[config.mk]
export PLATFORM = sky130hd
export DESIGN_NAME = sceneChange
export DESIGN_NICKNAME = d
export VERILOG_FILES = /design/src/pixelPkg.sv /design/src/geomPkg.sv /design/src/spriteBoxIf.sv /design/src/sceneChange.sv /design/src/layerFifo.sv /design/src/checkerBgGen.sv /design/src/spriteDotGen.sv /design/src/spriteMotion.sv
export SDC_FILE = /design/constraint.sdc
export NUM_CORES = 1
export LEC_CHECK = 0
export ABC_AREA = 1
export BUFFER_PORTS_ARGS = -buffer_cell sky130_fd_sc_hd__buf_2
export CAP_MARGIN = 20
export CORE_MARGIN = 1.5
export CORE_UTILIZATION = 30
export CTS_BUF_LIST = sky130_fd_sc_hd__clkbuf_16
export DETAILED_ROUTE_END_ITERATION = 6
export PLACE_DENSITY_LB_ADDON = 0.1
export SLEW_MARGIN = 10
export SYNTH_ARGS = -nofsm -noshare
export SYNTH_HDL_FRONTEND = slang
export SYNTH_SLANG_ARGS = --single-unit
export TNS_END_PERCENT = 50
[constraint.sdc]
create_clock -name iClk -period 3 [get_ports iClk]
set_input_delay 0.15 -clock iClk [delete_from_list [all_inputs] [get_ports iClk]]
set_output_delay 0.15 -clock iClk [all_outputs]
set_load 0.005 [all_outputs]
[src/pixelPkg.sv]
// pixelPkg: colour depth, pixel word type, checker colours and FIFO depth
package pixelPkg;

	// --------------------------------------------------------------------------
	// pixel word
	// --------------------------------------------------------------------------
	localparam int colorDepth = 16;		// rgb565

	typedef logic [colorDepth-1:0] pixelT;

	// --------------------------------------------------------------------------
	// background
	// --------------------------------------------------------------------------
	localparam pixelT bgColorA = 16'h18e3;	// dark grey tile
	localparam pixelT bgColorB = 16'h3a4b;	// slate tile

	// tile edge is 2**checkerShift pixels
	localparam int checkerShift = 4;

	// --------------------------------------------------------------------------
	// output FIFO
	// --------------------------------------------------------------------------
	localparam int fifoDepth     = 16;	// words
	localparam int fifoAddrWidth = 4;	// log2 of fifoDepth

endpackage

[src/geomPkg.sv]
// geomPkg: screen coordinate widths, sprite size, motion steps and start position
package geomPkg;

	// --------------------------------------------------------------------------
	// coordinate widths
	// --------------------------------------------------------------------------
	localparam int hWidth = 11;		// horizontal coordinate bits
	localparam int vWidth = 11;		// vertical coordinate bits

	// --------------------------------------------------------------------------
	// sprite geometry
	// --------------------------------------------------------------------------
	// edge length minus one, box is 32 x 32
	localparam int spriteSize = 31;

	// per-frame motion
	localparam int stepX = 2;		// pixels per frame, horizontal
	localparam int stepY = 1;		// pixels per frame, vertical

	// box position out of reset
	localparam int initX = 0;		// left edge
	localparam int initY = 239;		// top edge

endpackage
[src/spriteBoxIf.sv]
// spriteBoxIf: sprite box edges with motion source and box consumer modports
`timescale 1ns/1ns

interface spriteBoxIf;

	// edges carry one guard bit above the screen width
	logic [geomPkg::hWidth:0] leftX;	// left edge, inclusive
	logic [geomPkg::hWidth:0] rightX;	// right edge, inclusive
	logic [geomPkg::vWidth:0] topY;		// top edge, inclusive
	logic [geomPkg::vWidth:0] underY;	// bottom edge, inclusive

	// position keeper drives all four edges
	modport motion
	(
		output leftX,
		output rightX,
		output topY,
		output underY
	);

	// dot generator only looks at them
	modport box
	(
		input leftX,
		input rightX,
		input topY,
		input underY
	);

endinterface

[src/sceneChange.sv]
// sceneChange: bouncing sprite over checkerboard, merged pixels out through a FIFO
`timescale 1ns/1ns

module sceneChange
(
	input  logic                       iClk,
	input  logic                       rstN,
	input  pixelPkg::pixelT            iColor,		// sprite colour
	input  logic [geomPkg::hWidth-1:0] iHdisplay,	// screen width
	input  logic [geomPkg::vWidth-1:0] iVdisplay,	// screen height
	input  logic [geomPkg::hWidth-1:0] iHpos,		// raster x
	input  logic [geomPkg::vWidth-1:0] iVpos,		// raster y
	input  logic                       iFe,			// frame end pulse
	input  logic                       iEds,		// source write enable
	input  logic                       iEdd,		// dest read enable
	output logic                       oFull,
	output logic                       oEmp,
	output logic                       oVdd,
	output pixelPkg::pixelT            oDd
);

	pixelPkg::pixelT sprPixel;
	logic            sprHit;
	pixelPkg::pixelT bgPixel;

	spriteBoxIf boxIf ();	// sprite edges, motion to dot gen

	// --------------------------------------------------------------------------
	// sprite layer
	// --------------------------------------------------------------------------
	spriteMotion uMotion
	(
		.iClk      (iClk),
		.rstN      (rstN),
		.iHdisplay (iHdisplay),
		.iVdisplay (iVdisplay),
		.iFe       (iFe),
		.box       (boxIf.motion)
	);

	spriteDotGen uSprite
	(
		.iClk     (iClk),
		.rstN     (rstN),
		.iColor   (iColor),
		.iHpos    (iHpos),
		.iVpos    (iVpos),
		.box      (boxIf.box),
		.sprPixel (sprPixel),
		.sprHit   (sprHit)
	);

	// background layer, runs beside the sprite path
	checkerBgGen uChecker
	(
		.iClk    (iClk),
		.rstN    (rstN),
		.iHpos   (iHpos),
		.iVpos   (iVpos),
		.bgPixel (bgPixel)
	);

	// --------------------------------------------------------------------------
	// merge and buffer
	// --------------------------------------------------------------------------
	layerFifo uFifo
	(
		.iClk     (iClk),
		.rstN     (rstN),
		.sprPixel (sprPixel),
		.sprHit   (sprHit),
		.bgPixel  (bgPixel),
		.iEds     (iEds),
		.iEdd     (iEdd),
		.oFull    (oFull),
		.oEmp     (oEmp),
		.oVdd     (oVdd),
		.oDd      (oDd)
	);

endmodule

[src/layerFifo.sv]
// layerFifo: sprite over background merge and output FIFO with full and empty flags
`timescale 1ns/1ns

module layerFifo
(
	input  logic            iClk,
	input  logic            rstN,
	input  pixelPkg::pixelT sprPixel,	// sprite layer
	input  logic            sprHit,		// sprite covers this pixel
	input  pixelPkg::pixelT bgPixel,	// background layer
	input  logic            iEds,		// source write enable
	input  logic            iEdd,		// dest read enable
	output logic            oFull,
	output logic            oEmp,
	output logic            oVdd,		// read data valid, one pulse per word
	output pixelPkg::pixelT oDd			// read data
);

	logic                                 edsDly;	// iEds aligned with layer regs
	pixelPkg::pixelT                      merged;	// top layer wins
	logic                                 wrEn;
	logic                                 rdEn;
	logic [pixelPkg::fifoAddrWidth-1:0]   wrPtr;
	logic [pixelPkg::fifoAddrWidth-1:0]   rdPtr;
	logic [pixelPkg::fifoAddrWidth:0]     count;	// words held, 0..fifoDepth

	pixelPkg::pixelT mem [pixelPkg::fifoDepth];

	// --------------------------------------------------------------------------
	// write side
	// --------------------------------------------------------------------------
	// layers lag the raster by one cycle
	always_ff @(posedge iClk or negedge rstN)
	begin
		if (!rstN)
			edsDly <= 1'b0;
		else
			edsDly <= iEds;
	end

	assign merged = sprHit ? sprPixel : bgPixel;
	assign wrEn   = edsDly && !oFull;	// a write while full is lost
	assign rdEn   = iEdd && !oEmp;

	// flags straight off the occupancy count
	assign oFull = count == (pixelPkg::fifoAddrWidth+1)'(pixelPkg::fifoDepth);
	assign oEmp  = count == '0;

	always_ff @(posedge iClk)
	begin
		if (wrEn)
			mem[wrPtr] <= merged;
	end

	// --------------------------------------------------------------------------
	// pointers and occupancy
	// --------------------------------------------------------------------------
	always_ff @(posedge iClk or negedge rstN)
	begin
		if (!rstN)
		begin
			wrPtr <= '0;
			rdPtr <= '0;
			count <= '0;
		end
		else
		begin
			if (wrEn)
				wrPtr <= wrPtr + 1'b1;	// wraps at the power of two depth
			if (rdEn)
				rdPtr <= rdPtr + 1'b1;
			case ({wrEn, rdEn})
				2'b10:   count <= count + 1'b1;
				2'b01:   count <= count - 1'b1;
				default: count <= count;	// both or neither
			endcase
		end
	end

	// --------------------------------------------------------------------------
	// read side, data and valid one cycle after the read
	// --------------------------------------------------------------------------
	always_ff @(posedge iClk or negedge rstN)
	begin
		if (!rstN)
			oVdd <= 1'b0;
		else
			oVdd <= rdEn;
	end

	always_ff @(posedge iClk)
	begin
		if (rdEn)
			oDd <= mem[rdPtr];
	end

endmodule

[src/checkerBgGen.sv]
// checkerBgGen: registered checkerboard background pixel from raster position
`timescale 1ns/1ns

module checkerBgGen
(
	input  logic                       iClk,
	input  logic                       rstN,
	input  logic [geomPkg::hWidth-1:0] iHpos,	// raster x
	input  logic [geomPkg::vWidth-1:0] iVpos,	// raster y
	output pixelPkg::pixelT            bgPixel	// background layer
);

	logic tileX;	// tile column parity
	logic tileY;	// tile row parity
	logic tileB;	// odd tile, second colour

	// tile parity from the bit just above the in-tile offset
	assign tileX = iHpos[pixelPkg::checkerShift];
	assign tileY = iVpos[pixelPkg::checkerShift];
	assign tileB = tileX ^ tileY;

	// --------------------------------------------------------------------------
	// one register stage, same latency as the sprite test
	// --------------------------------------------------------------------------
	always_ff @(posedge iClk or negedge rstN)
	begin
		if (!rstN)
			bgPixel <= pixelPkg::bgColorA;
		else if (tileB)
			bgPixel <= pixelPkg::bgColorB;
		else
			bgPixel <= pixelPkg::bgColorA;
	end

endmodule

[src/spriteDotGen.sv]
// spriteDotGen: registered raster-in-box test, sprite pixel and hit flag
`timescale 1ns/1ns

module spriteDotGen
(
	input  logic                       iClk,
	input  logic                       rstN,
	input  pixelPkg::pixelT            iColor,	// sprite fill colour
	input  logic [geomPkg::hWidth-1:0] iHpos,	// raster x
	input  logic [geomPkg::vWidth-1:0] iVpos,	// raster y
	spriteBoxIf.box                    box,
	output pixelPkg::pixelT            sprPixel,
	output logic                       sprHit	// pixel inside the box
);

	logic [geomPkg::hWidth:0] hpos;	// raster x widened to edge width
	logic [geomPkg::vWidth:0] vpos;
	logic                     inX;
	logic                     inY;

	assign hpos = {1'b0, iHpos};
	assign vpos = {1'b0, iVpos};

	// edges are inclusive on both sides
	assign inX = (box.leftX <= hpos) && (hpos <= box.rightX);
	assign inY = (box.topY <= vpos) && (vpos <= box.underY);

	// --------------------------------------------------------------------------
	// one register stage, lines up with the checker layer
	// --------------------------------------------------------------------------
	always_ff @(posedge iClk or negedge rstN)
	begin
		if (!rstN)
			sprHit <= 1'b0;
		else
			sprHit <= inX && inY;
	end

	// colour word just rides along
	always_ff @(posedge iClk)
	begin
		sprPixel <= iColor;
	end

endmodule

[src/spriteMotion.sv]
// spriteMotion: sprite position and bounce direction, stepped once per frame end
`timescale 1ns/1ns

module spriteMotion
(
	input  logic                       iClk,
	input  logic                       rstN,
	input  logic [geomPkg::hWidth-1:0] iHdisplay,	// screen width
	input  logic [geomPkg::vWidth-1:0] iVdisplay,	// screen height
	input  logic                       iFe,			// frame end strobe
	spriteBoxIf.motion                 box
);

	logic [geomPkg::hWidth:0] leftX;	// left edge reg
	logic [geomPkg::vWidth:0] topY;		// top edge reg
	logic                     dirRight;	// 1: moving right
	logic                     dirUp;	// 1: moving up, top decreasing

	// x step candidates, one extra guard bit for the wall test
	logic [geomPkg::hWidth+1:0] xStep;		// left edge after a right step
	logic [geomPkg::hWidth+1:0] xStepEnd;	// one past right edge after that step
	logic                       xHitRight;
	logic                       xHitLeft;
	logic [geomPkg::hWidth:0]   xWallR;		// left edge with box on right wall
	logic [geomPkg::hWidth:0]   xNext;
	logic                       dirRightNext;

	// y step candidates
	logic [geomPkg::vWidth+1:0] yStep;		// top edge after a down step
	logic [geomPkg::vWidth+1:0] yStepEnd;	// one past bottom edge after that step
	logic                       yHitUnder;
	logic                       yHitTop;
	logic [geomPkg::vWidth:0]   yWallU;		// top edge with box on floor
	logic [geomPkg::vWidth:0]   yNext;
	logic                       dirUpNext;

	// --------------------------------------------------------------------------
	// wall detection
	// --------------------------------------------------------------------------
	assign xStep     = {1'b0, leftX} + (geomPkg::hWidth+2)'(geomPkg::stepX);
	assign xStepEnd  = xStep + (geomPkg::hWidth+2)'(geomPkg::spriteSize + 1);
	assign xHitRight = xStepEnd > {2'b00, iHdisplay};	// right edge past hdisplay-1
	assign xHitLeft  = leftX < (geomPkg::hWidth+1)'(geomPkg::stepX);	// would go below 0
	assign xWallR    = {1'b0, iHdisplay} - (geomPkg::hWidth+1)'(geomPkg::spriteSize + 1);

	assign yStep     = {1'b0, topY} + (geomPkg::vWidth+2)'(geomPkg::stepY);
	assign yStepEnd  = yStep + (geomPkg::vWidth+2)'(geomPkg::spriteSize + 1);
	assign yHitUnder = yStepEnd > {2'b00, iVdisplay};
	assign yHitTop   = topY < (geomPkg::vWidth+1)'(geomPkg::stepY);
	assign yWallU    = {1'b0, iVdisplay} - (geomPkg::vWidth+1)'(geomPkg::spriteSize + 1);

	// next x, clamp to the wall and turn around on a hit
	always_comb
	begin
		xNext        = leftX;
		dirRightNext = dirRight;
		if (dirRight)
		begin
			if (xHitRight)
			begin
				xNext        = xWallR;
				dirRightNext = 1'b0;
			end
			else
				xNext = xStep[geomPkg::hWidth:0];
		end
		else if (xHitLeft)
		begin
			xNext        = '0;			// touching left wall
			dirRightNext = 1'b1;
		end
		else
			xNext = leftX - (geomPkg::hWidth+1)'(geomPkg::stepX);
	end

	// next y, same rule
	always_comb
	begin
		yNext     = topY;
		dirUpNext = dirUp;
		if (!dirUp)
		begin
			if (yHitUnder)
			begin
				yNext     = yWallU;
				dirUpNext = 1'b1;
			end
			else
				yNext = yStep[geomPkg::vWidth:0];
		end
		else if (yHitTop)
		begin
			yNext     = '0;
			dirUpNext = 1'b0;
		end
		else
			yNext = topY - (geomPkg::vWidth+1)'(geomPkg::stepY);
	end

	// --------------------------------------------------------------------------
	// position regs, advance only on frame end
	// --------------------------------------------------------------------------
	always_ff @(posedge iClk or negedge rstN)
	begin
		if (!rstN)
		begin
			leftX    <= (geomPkg::hWidth+1)'(geomPkg::initX);
			topY     <= (geomPkg::vWidth+1)'(geomPkg::initY);
			dirRight <= 1'b1;
			dirUp    <= 1'b1;
		end
		else if (iFe)
		begin
			leftX    <= xNext;
			topY     <= yNext;
			dirRight <= dirRightNext;
			dirUp    <= dirUpNext;
		end
	end

	// far edges follow the fixed size
	assign box.leftX  = leftX;
	assign box.rightX = leftX + (geomPkg::hWidth+1)'(geomPkg::spriteSize);
	assign box.topY   = topY;
	assign box.underY = topY + (geomPkg::vWidth+1)'(geomPkg::spriteSize);

endmodule

Yosys cells after proc, flatten, opt, wreduce, memory -nomap -nowiden
Memory sizes are Yosys's and may differ from the RTL's. A register that Yosys moved wholly into a read port is not among the register bits.
Index checks and enable logic that the tools add are counted.
{ "word_totals": {"register_bits": 74, "inputBits": 65, "memories": 1, "out_inout_bits": 19, "word_cells": 65, "ramBits": 256} }
{ "mem_list": {"columns": ["memory", "words", "word_bits", "read_ports", "rd_clocked_by_memory_dff", "write_ports", "line_no", "rtl"], "rows": [
  ["uFifo.mem", 16, 16, 1, 1, 1, "layerFifo.sv:27", "pixelPkg::pixelT mem [pixelPkg::fifoDepth];"]
]} }
{ "classes": {"n_eq_ne": 3, "mux": 17, "order_cmp": 8, "reduce_logical": 9, "addsub": 14, "bitwise_logic": 1} }
{ "op_table": {"columns": ["op", "count"], "rows": [
  ["12-bit two-way mux", 6],
  ["13-bit by 6-bit adder with 13-bit output (second input constant)", 2],
  ["13-bit by 11-bit > comparator with 1-bit output", 2],
  ["12-bit by 5-bit adder with 12-bit output (second input constant)", 2],
  ["11-bit by 12-bit less-or-equal comparator with 1-bit output", 2],
  ["12-bit by 11-bit less-or-equal comparator with 1-bit output", 2],
  ["11-bit by 6-bit subtractor with 12-bit output (second input constant)", 2],
  ["16-bit two-way mux", 1],
  ["14-bit two-way mux", 1],
  ["12-bit by 1-bit adder with 13-bit output (second input constant)", 1],
  ["12-bit by 2-bit adder with 13-bit output (second input constant)", 1],
  ["12-bit by 1-bit less-than comparator with 1-bit output (second input constant)", 1],
  ["12-bit by 2-bit less-than comparator with 1-bit output (second input constant)", 1],
  ["12-bit by 1-bit subtractor with 12-bit output (second input constant)", 1],
  ["12-bit by 2-bit subtractor with 12-bit output (second input constant)", 1],
  ["5-bit case mux with 2 select lines", 1],
  ["4-bit by 1-bit adder with 4-bit output (second input constant)", 2],
  ["1-bit two-way mux", 8],
  ["5-bit by 1-bit adder with 5-bit output (second input constant)", 1],
  ["5-bit equality test (second input constant)", 1],
  ["1-bit logical AND", 5],
  ["5-bit zero test", 1],
  ["5-bit by 1-bit subtractor with 5-bit output (second input constant)", 1],
  ["2-bit by 1-bit equality test with 1-bit output (second input constant)", 1],
  ["other kinds (4)", 5]
]} }

Depth between registers and ports, before layout
{ "logic_depth": {"ltp_word": 5, "mapped_depth": 22, "mapped_depth_nobuf": 22} }

Hierarchy
A second synthesis with hierarchy kept.
{ "unflattened": {"cells_unflattened": 2053, "hier_area_um2": 18062.3} }
{ "modules_own_cells": {"columns": ["module", "area_per_inst_um2", "instances", "seq_area_each_um2", "cells_each"], "rows": [
  ["layerFifo", 12316.8, 1, 8543.2, 1155],
  ["spriteMotion", 3938.8, 1, 661.9, 637],
  ["spriteDotGen", 1612.8, 1, 345.3, 235],
  ["checkerBgGen", 193.9, 1, 51.3, 26]
]} }

Worst setup path before layout
Ideal clock, no wire load.
{ "synth_timing": {"kind": "reg-to-reg", "from": "register uMotion.topY (netlist bit uMotion.box.topY[1])", "to": "register uMotion.topY (netlist bit uMotion.box.topY[10])", "slack_ns": 0.027, "arrival_ns": 2.851, "t_required_ns": 2.878, "n_path_buf": 1, "stages_incl_launch_ff": 21, "period_less_slack_ns": 2.973, "setup_ns": 0.122, "cell_sequence": "dfstp_2 > ha_1 > nand3_2 > nor2_1 > nand2_1 > nand2_1 > ha_1 > xor2_1 > inv_1 > ha_1 > nand2_1 > nor2_1 > a211oi_1 > nand2_1 > nand2_1 > nand2_1 > nand2_1 > clkbuf_1 > nand3_1 > nand3_1 > a21oi_1"} }
{ "synth_between": {"elab_chain_len": 5, "elab_cells_between_ends": 8, "cone_classes": "3 x add/sub; 2 x order compare; 3 x mux"} }
{ "synth_lines": {"columns": ["item", "line_no", "rtl"], "rows": [
  ["start: declaration", "spriteMotion.sv:15", "logic [geomPkg::vWidth:0] topY;"],
  ["start signal: assignment", "spriteMotion.sv:108", "topY <= (geomPkg::vWidth+1)'(geomPkg::initY);"],
  ["start signal: assignment", "spriteMotion.sv:115", "topY <= yNext;"],
  ["12-bit by 1-bit adder with 13-bit output", "spriteMotion.sv:46", "assign yStep = {1'b0, topY} + (geomPkg::vWidth+2)'(geomPkg::stepY);"],
  ["13-bit by 6-bit adder with 13-bit output", "spriteMotion.sv:47", "assign yStepEnd = yStep + (geomPkg::vWidth+2)'(geomPkg::spriteSize + 1);"],
  ["13-bit by 11-bit > comparator with 1-bit output", "spriteMotion.sv:48", "assign yHitUnder = yStepEnd > {2'b00, iVdisplay};"],
  ["12-bit two-way mux", "spriteMotion.sv:83", "if (yHitUnder)"],
  ["12-bit two-way mux (*)", "spriteMotion.sv:81", "if (!dirUp)"]
]} }
Mark *: on every way between the ends. The rest lies on a longest branch, timed or not.
A chain may end at the register's enable or synchronous reset.

Worst setup path in the final report
{ "layout_timing": {"from": "register uMotion.topY (netlist bit uMotion.box.topY[0])", "to": "register uMotion.topY (netlist bit uMotion.box.topY[4])"} }
The elaborated chain is that of the path after synthesis.

==> results_dict.tcl <==
set metrics [dict create \
    drc 0 \
    synth_area_leaders "edfxtp_1, ha_1, dfrtp_1, nand2_1, nor2_1" \
    min_period_ns 2.88 \
    cp_max_fo 4 \
    tns_ns 0 \
    final_cell_mix "edfxtp_1, nand2_1, inv_1" \
    first_global_vias 11861 \
    peakVddDrop_uv 524 \
    ys_seq_elements 332 \
    ios 84 \
    yosysTopAreaCell "edfxtp_1" \
    clock-sinks 332 \
    crit_arrival_ns 3.36 \
    antenna_left 0 \
    cts.reportedPaths.clkPinSlew_ns 0.06 \
    ys_seq_area_share_pct 57.7 \
    netlist_area_um2 16600 \
    core_um2 55000 \
    setup_viol 0 \
    vias 11896 \
    port-buffer-count 83 \
    yosysWarnings 0 \
    hold_class "primary input to flip-flop" \
    status "complete, no violations" \
    power.leakage_nw 8.15 \
    whs_ns 0.0236 \
    final.setup_skew_ns 0.0159 \
    antenna_found_initial 0 \
    start_util_pct 30.3 \
    maxCapViolations 0 \
    clkLatencyLatePin_ns 0.56 \
    worstSetupEndpointType "flip-flop" \
    worst_pin_slew_ns 0.972 \
    dpl.hpwl_mm 30.5 \
    p_total_mw 20.6 \
    htree_num_levels 2 \
    required_ns 3.48 \
    grt_pass1_wl_mm 71.8 \
    layout_commonest_cell "edfxtp_1" \
    timing.fmax_mhz 347 \
    grt_max_degree 67 \
    die_w_um 239 \
    num_rows 86 \
    rsz0062_at_grt "yes" \
    slew_violations 0 \
    die_area_um2 56900 \
    grt.overflow.total 0 \
    areaGrowthSynthToFinish_pct 22.5 \
    num-nets-final 1905 \
    synth_nets 1718 \
    die_y_um 239 \
    antennaDiodeCount 0 \
    syn_avg_cell_area_um2 10.6 \
    drt_pre_antenna_iters 5 \
    slew_headroom_pct 35.1 \
    final_layout_size_suffix_gt1_share_pct 19.4 \
    cts_made_buffers 40 \
    grt_usage_pct 16.7 \
    criticalPathCategory "flip-flop to flip-flop" \
    synthDominantCellAreaShare_pct 49.1 \
    drtIter0Drc 713 \
    cts_tree "done" \
    layout_worst_path_cycle_share_pct 96.0 \
    synthCells 1567 \
    start_kind "flip-flop" \
    via_per_inst 4.69 \
    drt-total-wl_mm 47.2 \
    cts_root_buffer "clkbuf_16" \
    place_congestion 0.799 \
    synth_cell_types 47 \
    wire_per_inst_um 18.6 \
    power_density_nw_per_um2 1010 \
    max-clock-path-buffers 3 \
    finalHoldViolations 0 \
]
==> power breakdown <==
part	switching, mW	total, mW	internal [mW]
registers	0.655	6.62	5.97
logic	5.86	9.50	3.64
clock network	1.95	4.47	2.52
==> Yosys cell counts, drive strengths merged <==
| cell | instances |
|---|---|
| edfxtp | 272 |
| nand2 | 232 |
| nor2 | 175 |
| inv | 160 |
| nand3 | 98 |
| o21ai | 94 |
| ha | 85 |
| a21oi | 55 |
| mux2i | 53 |
| o221ai | 53 |
| xor2 | 50 |
| clkbuf | 49 |
| dfrtp | 34 |
| nand4 | 29 |
| buf | 24 |
| dfxtp | 16 |
| nor3 | 15 |
| o211ai | 12 |
| o32ai | 11 |
| dfstp | 10 |
| a211oi | 7 |
| or2 | 7 |
| xnor2 | 7 |
| o21bai | 4 |
| a21o | 2 |
| nand3b | 2 |
| nor4 | 2 |
| o22ai | 2 |
| a21boi | 1 |
| a221oi | 1 |
| a31oi | 1 |
| clkinv | 1 |
| fa | 1 |
| nor3b | 1 |
| o211a | 1 |
==> registers in the layout (all words and copies together) (netlist names), 2 cells and up <==
signal and flops:
uMotion.box.leftX 12, uChecker.bgPixel 2, uFifo.count 5, uFifo.oDd 16, uFifo.mem 256, uFifo.wrPtr 4
uMotion.box.topY 12, uSprite.sprPixel 16, uFifo.rdPtr 4
==> logic make-up (layout without fill, tap and decap cells) <==
family / count (synthesis) / in the layout / share of synthesized area [%]
and+or+nand+nor: 561 / 563 / 14.7
DFF: 332 / 332 / 57.7
AOI/OAI and AO/OA: 244 / 244 / 9.31
buffers and inverters: 234 / 451 / 5.65
adders and majority gates: 86 / 86 / 6.51
xor gates and xnor gates: 57 / 57 / 3.00
muxes: 53 / 53 / 3.19
==> final cells by class <==
type | instances | area, um^2
Fill cell | 5484 | 34600
Clock inverter | 34 | 200
Inverter | 161 | 604
Timing Repair Buffer | 216 | 1590
Clock buffer | 40 | 1000
Multi-Input combinational cell | 1003 | 6450
Sequential cell | 332 | 9610
Tap cell | 748 | 936
==> path summary, 6_finish.rpt <==
kind	start	to	slack (ns)	cells after the start
max in group asynchronous	rstN	uMotion.box.topY[7]	1.98	3
min	iHdisplay[9]	uMotion.box.leftX[11]	0.02	6
max	uMotion.box.topY[0]	uMotion.box.topY[4]	0.12	19
min in group asynchronous	rstN	uMotion.box.leftX[11]	0.21	2
min reg2reg	uFifo.count[4]	uFifo.count[4]	0.50	1
max reg2reg	uMotion.box.topY[0]	uMotion.box.topY[4]	0.12	19
==> per-stage QoR <==
stage	setup WS, ns	cell area (um^2)	util [%]	cells
2_1_floorplan	0.0269	16600	-	1567
3_3_place_gp	-0.0490	18400	33.5	2414
3_5_place_dp	-0.0142	18400	33.5	2414
4_1_cts	0.00546	20000	36.3	2520
5_1_grt	-0.0457	20400	37.1	2534
6_report	0.121	20400	37.1	2534
==> critical path, stage by stage, from the launching register on <==
cell     delay, ns
dfstp_2       0.58
ha_4          0.16
nand3_4       0.08
nor2_4        0.13
nand2_1       0.07
nand2_2       0.10
ha_4          0.14
buf_4         0.11
nand3_4       0.08
nor2_4        0.12
xor2_1        0.16
ha_1          0.25
nand2_1       0.06
inv_1         0.05
nand4_1       0.13
nand2_4       0.12
buf_6         0.14
nand3_1       0.07
nand3_1       0.09
a21oi_2       0.16
==> timing repair <==
action,in CTS,in global routing
cloned,0,3
setup buffers,0,11
pin swaps,0,50
endpoints found under the hold margin,60,0
gates resized for setup,2,79
endpoints found under the setup margin,12,27
hold buffers,32,0
==> layer usage <==
| layer | up-vias | wire length (um) | track usage [%] |
|---|---|---|---|
| met5 | - | 0 | 0 |
| met4 | 0 | 676 | 3.45 |
| met3 | 44 | 1650 | 2.88 |
| met2 | 185 | 23000 | 28.5 |
| met1 | 5772 | 21900 | 22.1 |
| li1 | 5895 | - | - |
Note: power is estimated with default switching activity, not from simulation.
